## src/hdl/smc_pkg.sv

```systemverilog
// Shared widths, access timing, FSM codes and AHB encodings for the static memory controller
// Imported by every controller module and by the testbench
package smc_pkg;

  //------------------------------------------------------------
  // Bus widths
  //------------------------------------------------------------
  localparam int addr_w = 32;  // AHB and external address
  localparam int data_w = 32;  // AHB and external data
  localparam int lane_n = 4;   // Byte lanes per word

  //------------------------------------------------------------
  // External access timing in hclk cycles
  //------------------------------------------------------------
  // Each of the three phases lasts at least one cycle
  localparam int cs_lead_cycles  = 1;  // CS low before strobe
  localparam int wait_states     = 2;  // Read or write strobe low
  localparam int cs_trail_cycles = 1;  // Bus float after CS rises
  localparam int access_cycles   = cs_lead_cycles + wait_states + cs_trail_cycles + 1;
  localparam int cnt_w           = 4;  // Phase down-counter width

  // Timing FSM state codes
  localparam logic [1:0] st_idle  = 2'd0;
  localparam logic [1:0] st_lead  = 2'd1;
  localparam logic [1:0] st_wait  = 2'd2;
  localparam logic [1:0] st_trail = 2'd3;

  //------------------------------------------------------------
  // AHB encodings
  //------------------------------------------------------------
  localparam logic [1:0] htrans_nonseq = 2'b10;
  localparam logic [1:0] htrans_seq    = 2'b11;
  localparam logic [2:0] hsize_byte    = 3'b000;
  localparam logic [2:0] hsize_half    = 3'b001;
  localparam logic [2:0] hsize_word    = 3'b010;
  localparam logic [1:0] hresp_okay    = 2'b00;
  localparam logic [1:0] hresp_error   = 2'b01;

  // Captured address as a flat byte address or as word index plus lane
  typedef union packed {
    logic [addr_w-1:0] flat;
    struct packed {
      logic [addr_w-$clog2(lane_n)-1:0] index;  // Word on the external bus
      logic [$clog2(lane_n)-1:0]        lane;   // Byte within the word
    } word;
  } smc_addr_t;

endpackage

```

## src/hdl/smc_ahb_slave.sv

```systemverilog
// AHB-Lite slave side of the controller
// Checks each transfer, holds the request for the external access and sequences
// the OKAY and ERROR responses. Read data is latched when the FSM asks for it
module smc_ahb_slave
  import smc_pkg::*;
(
  input  logic              hclk,
  input  logic              rst,
  input  logic              hsel,
  input  logic [1:0]        htrans,
  input  logic              hwrite,
  input  logic [2:0]        hsize,
  input  smc_addr_t         haddr,
  input  logic [data_w-1:0] hwdata,
  input  logic              hready,      // Muxed bus ready
  input  logic [data_w-1:0] data_smc,    // External read data
  input  logic              done,        // Last trail cycle
  input  logic              latch_data,  // Last wait-state cycle
  output logic              start,
  output smc_addr_t         req_addr,
  output logic [1:0]        req_size,
  output logic              req_write,
  output logic [data_w-1:0] req_wdata,
  output logic              smc_hready,
  output logic [1:0]        smc_hresp,
  output logic [data_w-1:0] smc_hrdata
);

  logic              accept;     // Address phase taken this cycle
  logic              legal;      // Size and alignment fine
  logic              start_err;  // Accepted but refused
  logic              wait_okay;  // Waiting on the external access
  logic              wait_err;   // First ERROR cycle
  logic              wr_phase;   // First data-phase cycle, hwdata valid
  smc_addr_t         addr_q;
  logic [1:0]        size_q;
  logic              write_q;
  logic [data_w-1:0] wdata_q;

  //------------------------------------------------------------
  // Transfer qualification
  //------------------------------------------------------------
  assign accept = hsel && hready && (htrans == htrans_nonseq || htrans == htrans_seq);

  always_comb begin
    case (hsize)
      hsize_byte: legal = 1'b1;
      hsize_half: legal = !haddr.word.lane[0];
      hsize_word: legal = (haddr.word.lane == '0);
      default:    legal = 1'b0;  // Wider than the bus
    endcase
  end

  assign start     = accept && legal;   // FSM leaves IDLE on the accept edge
  assign start_err = accept && !legal;

  // New request goes straight through in its address phase, then the held copy
  assign req_addr  = start ? haddr : addr_q;
  assign req_size  = start ? hsize[1:0] : size_q;
  assign req_write = start ? hwrite : write_q;
  assign req_wdata = wr_phase ? hwdata : wdata_q;  // hwdata arrives one cycle late

  always_ff @(posedge hclk) begin
    if (start) begin
      addr_q  <= haddr;
      size_q  <= hsize[1:0];
      write_q <= hwrite;
    end
    if (wr_phase) wdata_q <= hwdata;
    if (latch_data) smc_hrdata <= data_smc;  // Sampled while the read strobe is low
  end

  //------------------------------------------------------------
  // Response sequencing
  //------------------------------------------------------------
  assign wait_okay = !smc_hready && (smc_hresp == hresp_okay);
  assign wait_err  = !smc_hready && (smc_hresp == hresp_error);

  always_ff @(posedge hclk) begin
    if (rst) begin
      wr_phase   <= 1'b0;
      smc_hready <= 1'b1;
      smc_hresp  <= hresp_okay;
    end else begin
      wr_phase <= start;
      if (wait_err) begin
        smc_hready <= 1'b1;           // Second ERROR cycle, ready high
      end else if (wait_okay) begin
        if (done) smc_hready <= 1'b1; // Return cycle
      end else if (start) begin
        smc_hready <= 1'b0;
        smc_hresp  <= hresp_okay;
      end else if (start_err) begin
        smc_hready <= 1'b0;
        smc_hresp  <= hresp_error;
      end else begin
        smc_hresp <= hresp_okay;
      end
    end
  end

endmodule

```

## src/hdl/smc_lite.sv

```systemverilog
// Static memory controller top level
// Bridges single AHB-Lite transfers onto an asynchronous SRAM-style 32-bit bus
module smc_lite
  import smc_pkg::*;
(
  input  logic              hclk,
  input  logic              rst,
  // AHB-Lite slave port
  input  logic              hsel,
  input  logic [1:0]        htrans,
  input  logic              hwrite,
  input  logic [2:0]        hsize,
  input  logic [addr_w-1:0] haddr,
  input  logic [data_w-1:0] hwdata,
  input  logic              hready,
  output logic [data_w-1:0] smc_hrdata,
  output logic              smc_hready,
  output logic [1:0]        smc_hresp,
  // External memory bus
  input  logic [data_w-1:0] data_smc,
  output logic [addr_w-1:0] smc_addr,
  output logic [data_w-1:0] smc_data,
  output logic [lane_n-1:0] smc_n_be,
  output logic              smc_n_cs,
  output logic              smc_n_rd,
  output logic [lane_n-1:0] smc_n_we,
  output logic              smc_n_wr,
  output logic              smc_n_ext_oe,
  output logic              smc_busy
);

  logic              start;        // Slave to FSM
  logic              done;
  logic              latch_data;
  logic              next_cs;      // FSM lookahead levels
  logic              next_strobe;
  smc_addr_t         req_addr;     // Held request
  logic [1:0]        req_size;
  logic              req_write;
  logic [data_w-1:0] req_wdata;

  smc_ahb_slave u_ahb_slave (
    .hclk, .rst, .hsel, .htrans, .hwrite, .hsize,
    .haddr      (haddr),
    .hwdata, .hready, .data_smc, .done, .latch_data, .start,
    .req_addr, .req_size, .req_write, .req_wdata,
    .smc_hready, .smc_hresp, .smc_hrdata
  );

  smc_timing_fsm u_timing_fsm (
    .hclk, .rst, .start, .next_cs, .next_strobe, .latch_data, .done
  );

  smc_strobe_gen u_strobe_gen (
    .hclk, .rst, .next_cs, .next_strobe,
    .req_addr, .req_size, .req_write, .req_wdata,
    .smc_addr, .smc_data, .smc_n_be, .smc_n_cs, .smc_n_rd,
    .smc_n_we, .smc_n_wr, .smc_n_ext_oe, .smc_busy
  );

endmodule

```

## src/hdl/smc_strobe_gen.sv

```systemverilog
// External bus output stage
// Decodes byte enables and registers every pin from the FSM lookahead levels,
// so chip select and strobes change on clean clock edges
module smc_strobe_gen
  import smc_pkg::*;
(
  input  logic              hclk,
  input  logic              rst,
  input  logic              next_cs,
  input  logic              next_strobe,
  input  smc_addr_t         req_addr,
  input  logic [1:0]        req_size,
  input  logic              req_write,
  input  logic [data_w-1:0] req_wdata,
  output logic [addr_w-1:0] smc_addr,
  output logic [data_w-1:0] smc_data,
  output logic [lane_n-1:0] smc_n_be,
  output logic              smc_n_cs,
  output logic              smc_n_rd,
  output logic [lane_n-1:0] smc_n_we,
  output logic              smc_n_wr,
  output logic              smc_n_ext_oe,
  output logic              smc_busy
);

  logic [lane_n-1:0] be;       // Active-high lane select
  logic              rd_next;  // Read strobe next cycle
  logic              wr_next;  // Write strobe next cycle

  always_comb begin
    case ({1'b0, req_size})
      hsize_byte: be = lane_n'(1) << req_addr.word.lane;
      hsize_half: be = req_addr.word.lane[1] ? 4'b1100 : 4'b0011;
      default:    be = '1;  // Full word
    endcase
  end

  assign rd_next = next_strobe && !req_write;
  assign wr_next = next_strobe && req_write;

  // Address and data follow the request while CS is due
  always_ff @(posedge hclk) begin
    if (next_cs) smc_addr <= {req_addr.word.index, 2'b00};  // Word address
    if (next_cs && req_write) smc_data <= req_wdata;
  end

  //------------------------------------------------------------
  // Control pins, all active low except busy
  //------------------------------------------------------------
  always_ff @(posedge hclk) begin
    if (rst) begin
      smc_n_be     <= '1;
      smc_n_cs     <= 1'b1;
      smc_n_rd     <= 1'b1;
      smc_n_we     <= '1;
      smc_n_wr     <= 1'b1;
      smc_n_ext_oe <= 1'b1;
      smc_busy     <= 1'b0;
    end else begin
      smc_n_be     <= next_cs ? ~be : '1;
      smc_n_cs     <= !next_cs;
      smc_n_rd     <= !rd_next;
      smc_n_we     <= wr_next ? ~be : '1;    // Only selected lanes strobe
      smc_n_wr     <= !wr_next;
      smc_n_ext_oe <= !(next_cs && req_write); // Drive data for the whole write
      smc_busy     <= next_cs;
    end
  end

endmodule

```

## src/hdl/smc_timing_fsm.sv

```systemverilog
// External access sequencer
// Steps IDLE, LEAD, WAIT and TRAIL from one start pulse and gives lookahead
// chip-select and strobe levels, the read latch pulse and done
module smc_timing_fsm
  import smc_pkg::*;
(
  input  logic hclk,
  input  logic rst,
  input  logic start,        // Good transfer accepted
  output logic next_cs,      // CS level for the following cycle
  output logic next_strobe,  // Strobe level for the following cycle
  output logic latch_data,   // Last wait-state cycle
  output logic done          // Last trail cycle
);

  logic [1:0]       state;
  logic [1:0]       state_nxt;
  logic [cnt_w-1:0] cnt;      // Cycles left in this phase, minus one
  logic [cnt_w-1:0] cnt_nxt;
  logic             last;     // Final cycle of a timed phase

  // Reload values
  localparam logic [cnt_w-1:0] lead_load  = cnt_w'(cs_lead_cycles - 1);
  localparam logic [cnt_w-1:0] wait_load  = cnt_w'(wait_states - 1);
  localparam logic [cnt_w-1:0] trail_load = cnt_w'(cs_trail_cycles - 1);

  assign last = (cnt == '0);

  //------------------------------------------------------------
  // Next state and counter
  //------------------------------------------------------------
  always_comb begin
    state_nxt  = state;
    cnt_nxt    = last ? cnt : cnt - 1'b1;
    latch_data = 1'b0;
    done       = 1'b0;
    case (state)
      st_idle: begin
        if (start) begin
          state_nxt = st_lead;
          cnt_nxt   = lead_load;
        end
      end
      st_lead: begin
        if (last) begin
          state_nxt = st_wait;
          cnt_nxt   = wait_load;
        end
      end
      st_wait: begin
        if (last) begin
          state_nxt  = st_trail;
          cnt_nxt    = trail_load;
          latch_data = 1'b1;  // Read data settled at strobe end
        end
      end
      st_trail: begin
        if (last) begin
          state_nxt = st_idle;
          done      = 1'b1;   // Slave raises ready next cycle
        end
      end
      default: begin
        state_nxt = st_idle;
        cnt_nxt   = '0;
      end
    endcase
  end

  // Pins follow state_nxt one register later, so they match state exactly
  assign next_cs     = (state_nxt == st_lead) || (state_nxt == st_wait);
  assign next_strobe = (state_nxt == st_wait);

  //------------------------------------------------------------
  // State registers
  //------------------------------------------------------------
  always_ff @(posedge hclk) begin
    if (rst) begin
      state <= st_idle;
      cnt   <= '0;
    end else begin
      state <= state_nxt;
      cnt   <= cnt_nxt;
    end
  end

endmodule

```

## config.mk

```make
export PLATFORM = sky130hd
export DESIGN_NAME = smc_lite
export DESIGN_NICKNAME = d
export VERILOG_FILES = /design/src/hdl/smc_pkg.sv /design/src/hdl/smc_ahb_slave.sv /design/src/hdl/smc_lite.sv /design/src/hdl/smc_strobe_gen.sv /design/src/hdl/smc_timing_fsm.sv
export SDC_FILE = /design/constraint.sdc
export NUM_CORES = 1
export LEC_CHECK = 0
export BUFFER_PORTS_ARGS = -buffer_cell sky130_fd_sc_hd__buf_2
export CELL_PAD_IN_SITES_DETAIL_PLACEMENT = 1
export CELL_PAD_IN_SITES_GLOBAL_PLACEMENT = 2
export CORE_MARGIN = 2
export CORE_UTILIZATION = 36
export CTS_CLUSTER_DIAMETER = 30
export DETAILED_ROUTE_END_ITERATION = 8
export HOLD_SLACK_MARGIN = 0.05
export PLACE_DENSITY = 0.9
export SLEW_MARGIN = 0
export SYNTH_ARGS = -nofsm -noshare
export SYNTH_HDL_FRONTEND = slang
export SYNTH_SLANG_ARGS = --single-unit
```

## constraint.sdc

```tcl
create_clock -name hclk -period 8.7 [get_ports hclk]
set_clock_uncertainty 0.2 [all_clocks]
set_input_delay 0.435 -clock hclk [delete_from_list [all_inputs] [get_ports hclk]]
set_output_delay 0.435 -clock hclk [all_outputs]
set_load 0.03 [all_outputs]
```

==> run_results.csv, run 1 <==
group,metric,value,unit
timing,fin_crit,3040,ps
clock_network,ctsHoldBuffers,74,
timing,fmax,329,MHz
yosys,synth.most_common_cell,"edfxtp_1",
yosys,synth.distinct_cells,40,
floorplan,ios,218,
route,first_iter_violations,139,
yosys,ys.flop_type,"edfxtp_1",
critical_path,timing.rr.start,"u_timing_fsm.cnt[0]",
clock_network,clockBufferDepth,2,
pwr,internal-power,1.61,mW
floorplan,rows,47,
yosys,synth_area_per_cell,17.0,um2
timing,relSlewSlack,0.486,
pwr,power_density,253,mW/mm2
placed_design,place_congestion,0.755,
global_routing,grt_usage,0.182,
yosys,synth_warnings,0,
pwr,p_seq_frac,0.492,
critical_path,critical_path_class,"flip-flop to flip-flop",
route,vias_per_cell,4.53,
yosys,synth_edf_count,94,
placed_design,dp_hpwl,10200,um
timing,rsz0062_at_grt,"no",
pwr,switching_share,0.268,
clock_network,h-tree-depth,4,
critical_path,crit_path_start,"u_timing_fsm.cnt[0]",
global_routing,grt_first_pass_wirelength,24500,um
yosys,yosysTopAreaCell,"edfxtp_1",
critical_path,path_max_fanout,7,
critical_path,r2r_setup_slack,5660,ps
route,drc,0,
critical_path,r2r_cells,10,
timing,setup_viol,0,
clock_network,clock-sinks,183,
critical_path,critical_path.reg2reg.endpoint,"u_strobe_gen.smc_n_be[0]",
critical_path,crit_end,"u_strobe_gen.smc_n_be[0]",
clock_network,cts_tree,"yes",
finish,area_delta_synth_final,43.4,%
route,ant_nets,0,
yosys,synth_top_area_frac,0.465,
yosys,syn-cell-area,0.00607,mm2
status,outcome,"finished, final reports clean",
floorplan,initial_core_util,0.367,
yosys,ys_top_cells_by_count,"edfxtp_1, dfxtp_1, mux2_2",
timing,tightestPinTransition,772,ps
timing,hold_violations,0,
global_routing,antenna_found_initial,0,
job,max-cap-violations,0,
critical_path,cp-start-kind,"flip-flop",
pwr,p_leak,3.62,nW
floorplan,dieArea,0.0179,mm2
yosys,ys_seq_area_frac,0.758,
pwr,power_frac_comb,0.159,
critical_path,endpoint_kind,"flip-flop",
critical_path,cp.arrival,3110,ps
finish,num_antenna_cells,0,
yosys,ys_top_cells_by_area,"edfxtp_1, dfxtp_1, mux2_2, mux2_1, mux2_4",
finish,nNetsFinal,764,
timing,setup_tns,0,ps
timing,holdWs,67.1,ps
timing,drv_slew,0,
pwr,clkPwrFrac,0.348,
pwr,finalPower,2.20,mW
clock_network,clk_latency,420,ps
min_path,hold_class,"input port to flip-flop",
pwr,p_sw,590,uW
yosys,synthCells,357,
route,num_vias,4018,
floorplan,core-area,0.0165,mm2
clock_network,clk_pin_slew_worst_paths,70,ps
floorplan,die_h,134,um
yosys,synth_seq_cells,183,
route,wl_per_cell,18.4,um
route,first_pass_iters,4,
timing,period_share,0.350,
global_routing,gr-total-overflow,0,
clock_network,numCtsBuffers,17,
critical_path,cp_data_required_time,8770,ps
route,drt_wl_total,16300,um
global_routing,grt_max_degree,57,
placed_design,portBuffers,213,
clock_network,cts_repair_resize_count,0,
global_routing,grt_pass1_vias,4465,
floorplan,fp.dieW,134,um
finish,layout-drive-gt1-share,0.453,
pwr,irDropWorstVdd,0.000147,V
clock_network,postCtsSetupBuffers,0,
yosys,async_flop_share,0,
clock_network,cts_root_buf,"clkbuf_16",
cell usage in the layout, fill, tap and decap left out, types with 8 or more instances in the layout:
master,n
mux2_2,32
nor3_1,9
a21oi_1,10
mux2_1,25
mux2_4,8
edfxtp_1,94
dlygate4sd3_1,74
buf_2,213
clkbuf_16,17
inv_1,8
dfxtp_1,89
worst min path at each step:
stage	from	endpoint	slack, ps	cells after the start
2_1_floorplan	u_ahb_slave.addr_q[2]	u_ahb_slave.addr_q[2]	230	1
3_3_place_gp	u_ahb_slave.addr_q[25]	u_ahb_slave.addr_q[25]	240	1
3_5_place_dp	u_ahb_slave.addr_q[4]	u_ahb_slave.addr_q[4]	260	1
4_1_cts	hwdata[3]	u_ahb_slave.wdata_q[3]	50	2
5_1_grt	hwdata[3]	u_ahb_slave.wdata_q[3]	50	2
6_report	haddr[14]	u_ahb_slave.addr_q[14]	70	2
layout make-up:
class | instances | area [um2]
Sequential cell | 183 | 4600
Fill cell | 1674 | 7820
Timing Repair Buffer | 292 | 1840
Inverter | 9 | 33.8
Multi-Input combinational cell | 151 | 1350
Clock inverter | 14 | 158
Clock buffer | 18 | 439
Tap cell | 220 | 275
critical path, cell delays in order, from the launching register on:
cell and delay [ps]:
dfxtp_1 330, inv_1 90, ha_1 210, nor3b_2 490, mux2i_1 260, o31a_1 180
ha_1 270, nor2_1 410, inv_1 170, nor3_1 230, a31oi_1 60
sequential cells by signal, indices dropped and copies added (netlist names):
register                   flops
u_strobe_gen.smc_n_we          4
u_strobe_gen.smc_n_wr          1
u_ahb_slave.size_q             2
u_ahb_slave.write_q            1
u_timing_fsm.cnt               4
u_ahb_slave.addr_q            32
u_ahb_slave.wdata_q           32
u_strobe_gen.smc_n_be          4
u_ahb_slave.wr_phase           1
u_strobe_gen.smc_data         32
u_strobe_gen.smc_addr         30
u_timing_fsm.state             2
u_strobe_gen.smc_n_ext_oe      1
u_ahb_slave.smc_hresp          1
u_strobe_gen.smc_busy          1
u_strobe_gen.smc_n_cs          1
u_strobe_gen.smc_n_rd          1
u_ahb_slave.smc_hready         1
u_ahb_slave.smc_hrdata        32
layer usage:
layer,share of wire,global-route usage,wire [um]
met3,0.052,0.0435,848
met5,0,0,0
met4,0.026,0.0839,427
met2,0.55,0.343,8930
met1,0.37,0.190,6080
power groups by stage:
stage	logic (mW)	clock network [mW]	registers [mW]
3_3_place_gp	0.297	0	1.09
4_1_cts	0.349	0.779	1.08
6_report	0.350	0.767	1.08
3_5_place_dp	0.320	0	1.10
2_1_floorplan	0.163	0	1.15
5_1_grt	0.382	0.819	1.10
per-stage QoR:
stage / cells / setup slack [ps] / area, um2 / utilization
after global placement: 781 / 5850 / 7370 / 0.446
after CTS: 887 / 5590 / 8710 / 0.527
final: 887 / 5660 / 8710 / 0.527
after floorplan: 359 / 5190 / 6080 / -
after detailed placement: 781 / 5610 / 7370 / 0.446
after global routing: 887 / 5400 / 8710 / 0.527
logic make-up after synthesis:
kind of cell | Yosys count | synth area share
AO/OA/AOI/OAI | 28 | 0.0309
buffers and inverters | 25 | 0.0225
adder cells (fa/ha/maj) | 4 | 0.00824
multiplexers | 69 | 0.132
AND/OR/NAND/NOR | 45 | 0.0443
other | 1 | 0.000618
flip-flops | 183 | 0.758
XOR/XNOR | 2 | 0.00289
(Power assumes the default switching activity.)
==> inputs of run 2 (changes only) <==
--- a/config.mk
+++ b/config.mk
@@ -9,11 +9,11 @@
 export CELL_PAD_IN_SITES_DETAIL_PLACEMENT = 1
 export CELL_PAD_IN_SITES_GLOBAL_PLACEMENT = 2
 export CORE_MARGIN = 2
-export CORE_UTILIZATION = 36
+export CORE_UTILIZATION = 33
 export CTS_CLUSTER_DIAMETER = 30
 export DETAILED_ROUTE_END_ITERATION = 8
 export HOLD_SLACK_MARGIN = 0.05
-export PLACE_DENSITY = 0.9
+export PLACE_DENSITY = 0.83
 export SLEW_MARGIN = 0
 export SYNTH_ARGS = -nofsm -noshare
 export SYNTH_HDL_FRONTEND = slang
==> constraint.sdc (replaced) <==
create_clock -name hclk -period 3.02 [get_ports hclk]
set_clock_uncertainty 0.2 [all_clocks]
set_input_delay 0.151 -clock hclk [delete_from_list [all_inputs] [get_ports hclk]]
set_output_delay 0.151 -clock hclk [all_outputs]
set_load 0.03 [all_outputs]
==> run 2 against run 1 <==
Effect of this change: worst setup slack worse by 5300 ps; register-to-register slack worse by 5300 ps; non-clock buffer count up 31; cell area up 3.6%; combinational power rose to 3.0 times the previous value; clock-buffer cell count up 3; critical path type unchanged; largest cell class unchanged.
==> run_results.csv, run 2 (synthesis results as in run 1) <==
group,metric,value,unit
critical_path,timing.rr.start,"u_timing_fsm.cnt[0]",
floorplan,rows,49,
min_path,hold_class,"input port to flip-flop",
critical_path,cpMostUsedCell,"ha_1",
clock_network,clockBufferDepth,2,
route,wl_per_cell,17.0,um
floorplan,initial_core_util,0.337,
finish,layout.cells.most_common_list,"buf_2, dlygate4sd3_1, edfxtp_1",
timing,rsz0062_at_grt,"no",
global_routing,grt_max_degree,57,
clock_network,clk_pin_slew_worst_paths,70,ps
critical_path,max_stage_delay,430,ps
pwr,clkPwrFrac,0.334,
pwr,power_frac_comb,0.166,
pwr,power_density,692,mW/mm2
timing,holdWs,133,ps
timing,fin_crit,2660,ps
timing,drv_slew,0,
route,drc,0,
pwr,irDropWorstVdd,0.000370,V
pwr,p_sw,1.62,mW
pwr,p_leak,3.74,nW
placed_design,place_congestion,0.726,
clock_network,cts_repair_resize_count,0,
clock_network,clk_latency,420,ps
clock_network,numCtsBuffers,17,
clock_network,h-tree-depth,4,
finish,layout-drive-gt1-share,0.431,
clock_network,clock-sinks,183,
route,ant_nets,0,
route,first_pass_iters,4,
placed_design,portBuffers,213,
clock_network,cts_root_buf,"clkbuf_16",
critical_path,critical_path_class,"flip-flop to flip-flop",
floorplan,core-area,0.0180,mm2
finish,area_delta_synth_final,48.6,%
critical_path,cp.arrival,2570,ps
placed_design,dp_hpwl,9870,um
global_routing,gr-total-overflow,0,
pwr,p_seq_frac,0.499,
timing,setup_viol,0,
critical_path,cp-start-kind,"flip-flop",
timing,period_share,0.880,
pwr,switching_share,0.260,
finish,nNetsFinal,795,
min_path,min_from,"htrans[1]",
floorplan,fp.dieW,140,um
timing,fin_ws,364,ps
critical_path,slowest_stage,"nor3b_2",
timing,hold_violations,0,
floorplan,die_h,140,um
global_routing,grt_usage,0.165,
critical_path,crit_path_start,"u_timing_fsm.cnt[0]",
clock_network,cts_tree,"yes",
timing,fmax,376,MHz
status,outcome,"finished, final reports clean",
route,num_vias,4143,
route,vias_per_cell,4.46,
timing,tightestPinTransition,767,ps
timing,relSlewSlack,0.489,
floorplan,dieArea,0.0195,mm2
clock_network,postCtsSetupBuffers,0,
finish,final_common_cell,"buf_2",
clock_network,ctsHoldBuffers,104,
timing,setup_tns,0,ps
route,first_iter_violations,117,
critical_path,path_max_fanout,32,
placed_design,pre_cts_ws,346,ps
floorplan,ios,218,
global_routing,grt_pass1_vias,4533,
global_routing,grt_first_pass_wirelength,24700,um
pwr,internal-power,4.61,mW
critical_path,crit_chain,"inv_1, ha_1, nor3b_2, mux2i_1, o31a_1, ha_1, nor2_2, buf_12",
route,drt_wl_total,15800,um
critical_path,endpoint_kind,"flip-flop",
job,max-cap-violations,0,
global_routing,antenna_found_initial,1,
critical_path,cp_data_required_time,2940,ps
run 2: cell types whose count changed in the layout (fill, tap and decap cells not counted), moves of 2 or more:
cell / change
clkinv_2: +2
clkbuf_1: +2
inv_8: -4
dlygate4sd3_1: +30
buf_12: +2
clkinvlp_4: -2
clkinv_4: +3
diode_2: +2
run 2: critical path: cells and delay by family, from the launching register on:
kind	cells	cell delay [ps]
compound gates	1	190
fa+ha+maj	2	470
buf+inv	2	320
flops	1	330
mux	1	230
simple gates	2	600
run 2: metrics by stage:
stage / area [um2] / utilization / std cells / power, mW
after floorplan: 6080 / - / 359 / 3.78
after global placement: 7410 / 0.411 / 791 / 4.02
after detailed placement: 7410 / 0.411 / 791 / 4.09
after CTS: 9010 / 0.500 / 927 / 6.29
after global routing: 9020 / 0.500 / 929 / 6.52
final: 9020 / 0.500 / 929 / 6.24
run 2: worst paths after layout:
check | endpoint | slack, ps | cells past startpoint
setup / recovery | u_strobe_gen.smc_data[26] | 360 | 8
hold / removal | u_timing_fsm.state[0] | 130 | 5
setup reg to reg | u_strobe_gen.smc_data[26] | 360 | 8
hold reg to reg | u_ahb_slave.addr_q[25] | 260 | 1
run 2: cell type report:
| type | count | area [um2] |
|---|---|---|
| fill | 1838 | 9000 |
| sequential | 183 | 4600 |
| timing repair buffer | 323 | 2180 |
| multi-input combinational | 151 | 1350 |
| clock buffer | 21 | 472 |
| tap | 229 | 287 |
| clock inverter | 11 | 90.1 |
| inverter | 9 | 33.8 |
| antenna | 2 | 5.00 |
run 2: power groups by stage:
stage               clock network (mW)  registers (mW)  logic (mW)
CTS                               2.14            3.11        1.04
detailed placement                   0            3.17       0.926
floorplan                            0            3.31       0.471
global route                      2.24            3.15        1.13
finish                            2.09            3.12        1.04
global placement                     0            3.14       0.876
run 2: metal layers:
metal	share of wire	up-vias	global-route usage	routed length (um)
li1	-	1956	-	-
met1	0.38	2008	0.177	6000
met2	0.54	151	0.307	8550
met3	0.051	28	0.0444	800
met4	0.027	0	0.0647	434
met5	0	-	0	0
==> inputs of run 3 (changes only) <==
--- a/config.mk
+++ b/config.mk
@@ -9,11 +9,12 @@
 export CELL_PAD_IN_SITES_DETAIL_PLACEMENT = 1
 export CELL_PAD_IN_SITES_GLOBAL_PLACEMENT = 2
 export CORE_MARGIN = 2
-export CORE_UTILIZATION = 33
+export CORE_UTILIZATION = 30
 export CTS_CLUSTER_DIAMETER = 30
 export DETAILED_ROUTE_END_ITERATION = 8
+export GPL_TIMING_DRIVEN = 0
 export HOLD_SLACK_MARGIN = 0.05
-export PLACE_DENSITY = 0.83
+export PLACE_DENSITY = 0.8
 export SLEW_MARGIN = 0
 export SYNTH_ARGS = -nofsm -noshare
 export SYNTH_HDL_FRONTEND = slang
==> constraint.sdc (replaced) <==
create_clock -name hclk -period 2.4 [get_ports hclk]
set_clock_uncertainty 0.2 [all_clocks]
set_input_delay 0.12 -clock hclk [delete_from_list [all_inputs] [get_ports hclk]]
set_output_delay 0.12 -clock hclk [all_outputs]
set_load 0.03 [all_outputs]
==> run 3 against run 2 <==
Effect of this change: critical path depth up 1; cell area increased by 4.1%; clock power increased by 28%; clock-buffer cell count is 3 lower; register-to-register slack got worse by 300 ps; global-route usage is 0.25 points higher; power increased by 29%; worst setup slack worse by 330 ps; sequential cell count unchanged; combinational power up 41%; cell count grew 7.2%; critical endpoint is now u_strobe_gen.smc_addr[21]; largest power group unchanged; highest routed layer unchanged.
==> run_results.csv, run 3 (synthesis results as in run 1) <==
group,metric,value,unit
timing,relSlewSlack,0.468,
clock_network,cts_root_buf,"clkbuf_16",
global_routing,grt_use_met3,0.0369,
clock_network,clk_latency,430,ps
critical_path,slowest_stage,"dlygate4sd3_1",
finish,layout.cells.most_common_list,"buf_2, dlygate4sd3_1, edfxtp_1",
finish,layout-drive-gt1-share,0.477,
finish,stdcell_count,996,
critical_path,cp-start-kind,"input port",
critical_path,endpoint_kind,"flip-flop",
min_path,hold_class,"input port to flip-flop",
finish,nNetsFinal,820,
critical_path,cp_top_family,"buffers and inverters",
floorplan,rows,52,
min_path,min_from,"hsize[0]",
placed_design,placed_cell_area,0.00753,mm2
floorplan,die_h,146,um
floorplan,core-area,0.0200,mm2
timing,fmax,423,MHz
finish,final_common_cell,"buf_2",
pwr,p_leak,3.87,nW
finish,area_delta_synth_final,54.6,%
timing,tightestPinTransition,776,ps
finish,regArea,0.00461,mm2
finish,n_fill_cell,2077,
global_routing,use_met2,0.329,
pwr,finalPower,8.08,mW
timing,drv_slew,0,
critical_path,path_max_fanout,7,
timing,rsz0062_at_grt,"yes",
critical_path,max_stage_delay,590,ps
floorplan,ios,218,
route,first_iter_violations,155,
global_routing,grt.busiest_layer,"met2",
pwr,irDropWorstVdd,0.000307,V
timing,period_share,0.985,
global_routing,grt_max_degree,33,
route,num_vias,4293,
critical_path,critical_path_class,"input port to flip-flop",
clock_network,h-tree-depth,4,
floorplan,initial_core_util,0.303,
clock_network,clock-sinks,183,
job,max-cap-violations,0,
global_routing,gr-total-overflow,0,
critical_path,critPathBufInv,5,
global_routing,antenna_found_initial,3,
timing,setup_viol,0,
timing,hold_violations,0,
clock_network,cts_tree,"yes",
route,drt_wl_total,17800,um
global_routing,grt_usage,0.167,
floorplan,fp.dieW,146,um
critical_path,cp_data_required_time,2390,ps
critical_path,crit_chain,"buf_2, dlygate4sd3_1, nor3_2, o21ai_2, buf_6, o31a_1, ha_4, clkinvlp_4, buf_4",
global_routing,met1_usage,0.165,
global_routing,grt_first_pass_wirelength,27100,um
critical_path,timing.rr.start,"u_timing_fsm.cnt[0]",
finish,utilization,0.468,
global_routing,grt_pass1_vias,4803,
finish,multi_input_area,0.00145,mm2
clock_network,clk_pin_slew_worst_paths,70,ps
route,drc,0,
route,first_pass_iters,5,
timing,setup_tns,0,ps
clock_network,clockBufferDepth,2,
finish,design_area,0.00939,mm2
placed_design,dp_hpwl,10700,um
route,wl_per_cell,17.9,um
critical_path,crit_path_start,"hsize[0]",
timing,fin_crit,2360,ps
placed_design,place_congestion,0.766,
placed_design,place_inst,842,
status,outcome,"finished, final reports clean",
clock_network,numCtsBuffers,17,
pwr,power_density,860,mW/mm2
floorplan,dieArea,0.0214,mm2
route,ant_nets,0,
route,vias_per_cell,4.31,
critical_path,cp.arrival,2350,ps
placed_design,portBuffers,213,
run 3: what timing repair did:
action,CTS,global route
gates cloned,2,0
setup endpoints to repair,104,70
buffers inserted,9,5
hold buffers,105,0
pin swaps,2,3
hold endpoints to repair,181,0
resized for setup,8,12
run 3: layer usage:
layer,wire (um),share of wire
met1,6370,0.36
met2,10100,0.57
met5,0,0
met3,815,0.046
met4,565,0.032
run 3: final timing paths:
| path | to | slack [ps] | depth (start not counted) |
|---|---|---|---|
| hold reg to reg | u_ahb_slave.addr_q[6] | 270 | 1 |
| setup reg to reg | u_strobe_gen.smc_n_we[1] | 60 | 10 |
| setup / recovery | u_strobe_gen.smc_addr[21] | 40 | 9 |
| hold / removal | u_strobe_gen.smc_n_we[3] | 70 | 5 |
run 3: stage by stage:
step	worst slack [ps]	hold WS (ps)
global placement	-459	97.4
global route	-59.9	102
CTS	27.4	52.7
finish	37.0	67.5
floorplan	-114	18.9
detailed placement	-533	98.4
run 3: layout make-up:
| type | count | area share |
|---|---|---|
| sequential | 183 | 0.491 |
| timing repair buffer | 332 | 0.242 |
| multi-input combinational | 152 | 0.155 |
| clock buffer | 18 | 0.0468 |
| tap | 270 | 0.0360 |
| clock inverter | 14 | 0.0135 |
| buffer | 14 | 0.0105 |
| inverter | 9 | 0.00400 |
| timing repair inverter | 1 | 0.000800 |
| antenna | 3 | 0.000800 |
run 3: worst min-delay path, delay by kind of cell:
family / cells / cell delay (ps)
buffers and inverters: 1 / 110
AOI/OAI and AO/OA: 2 / 140
and+or+nand+nor: 2 / 260
run 3: report_power, final:
| group | leakage (nW) | switching, mW | internal (mW) |
|---|---|---|---|
| Sequential | 1.60 | 0.153 | 3.78 |
| Combinational | 1.99 | 0.792 | 0.681 |
| Clock | 0.279 | 1.27 | 1.40 |
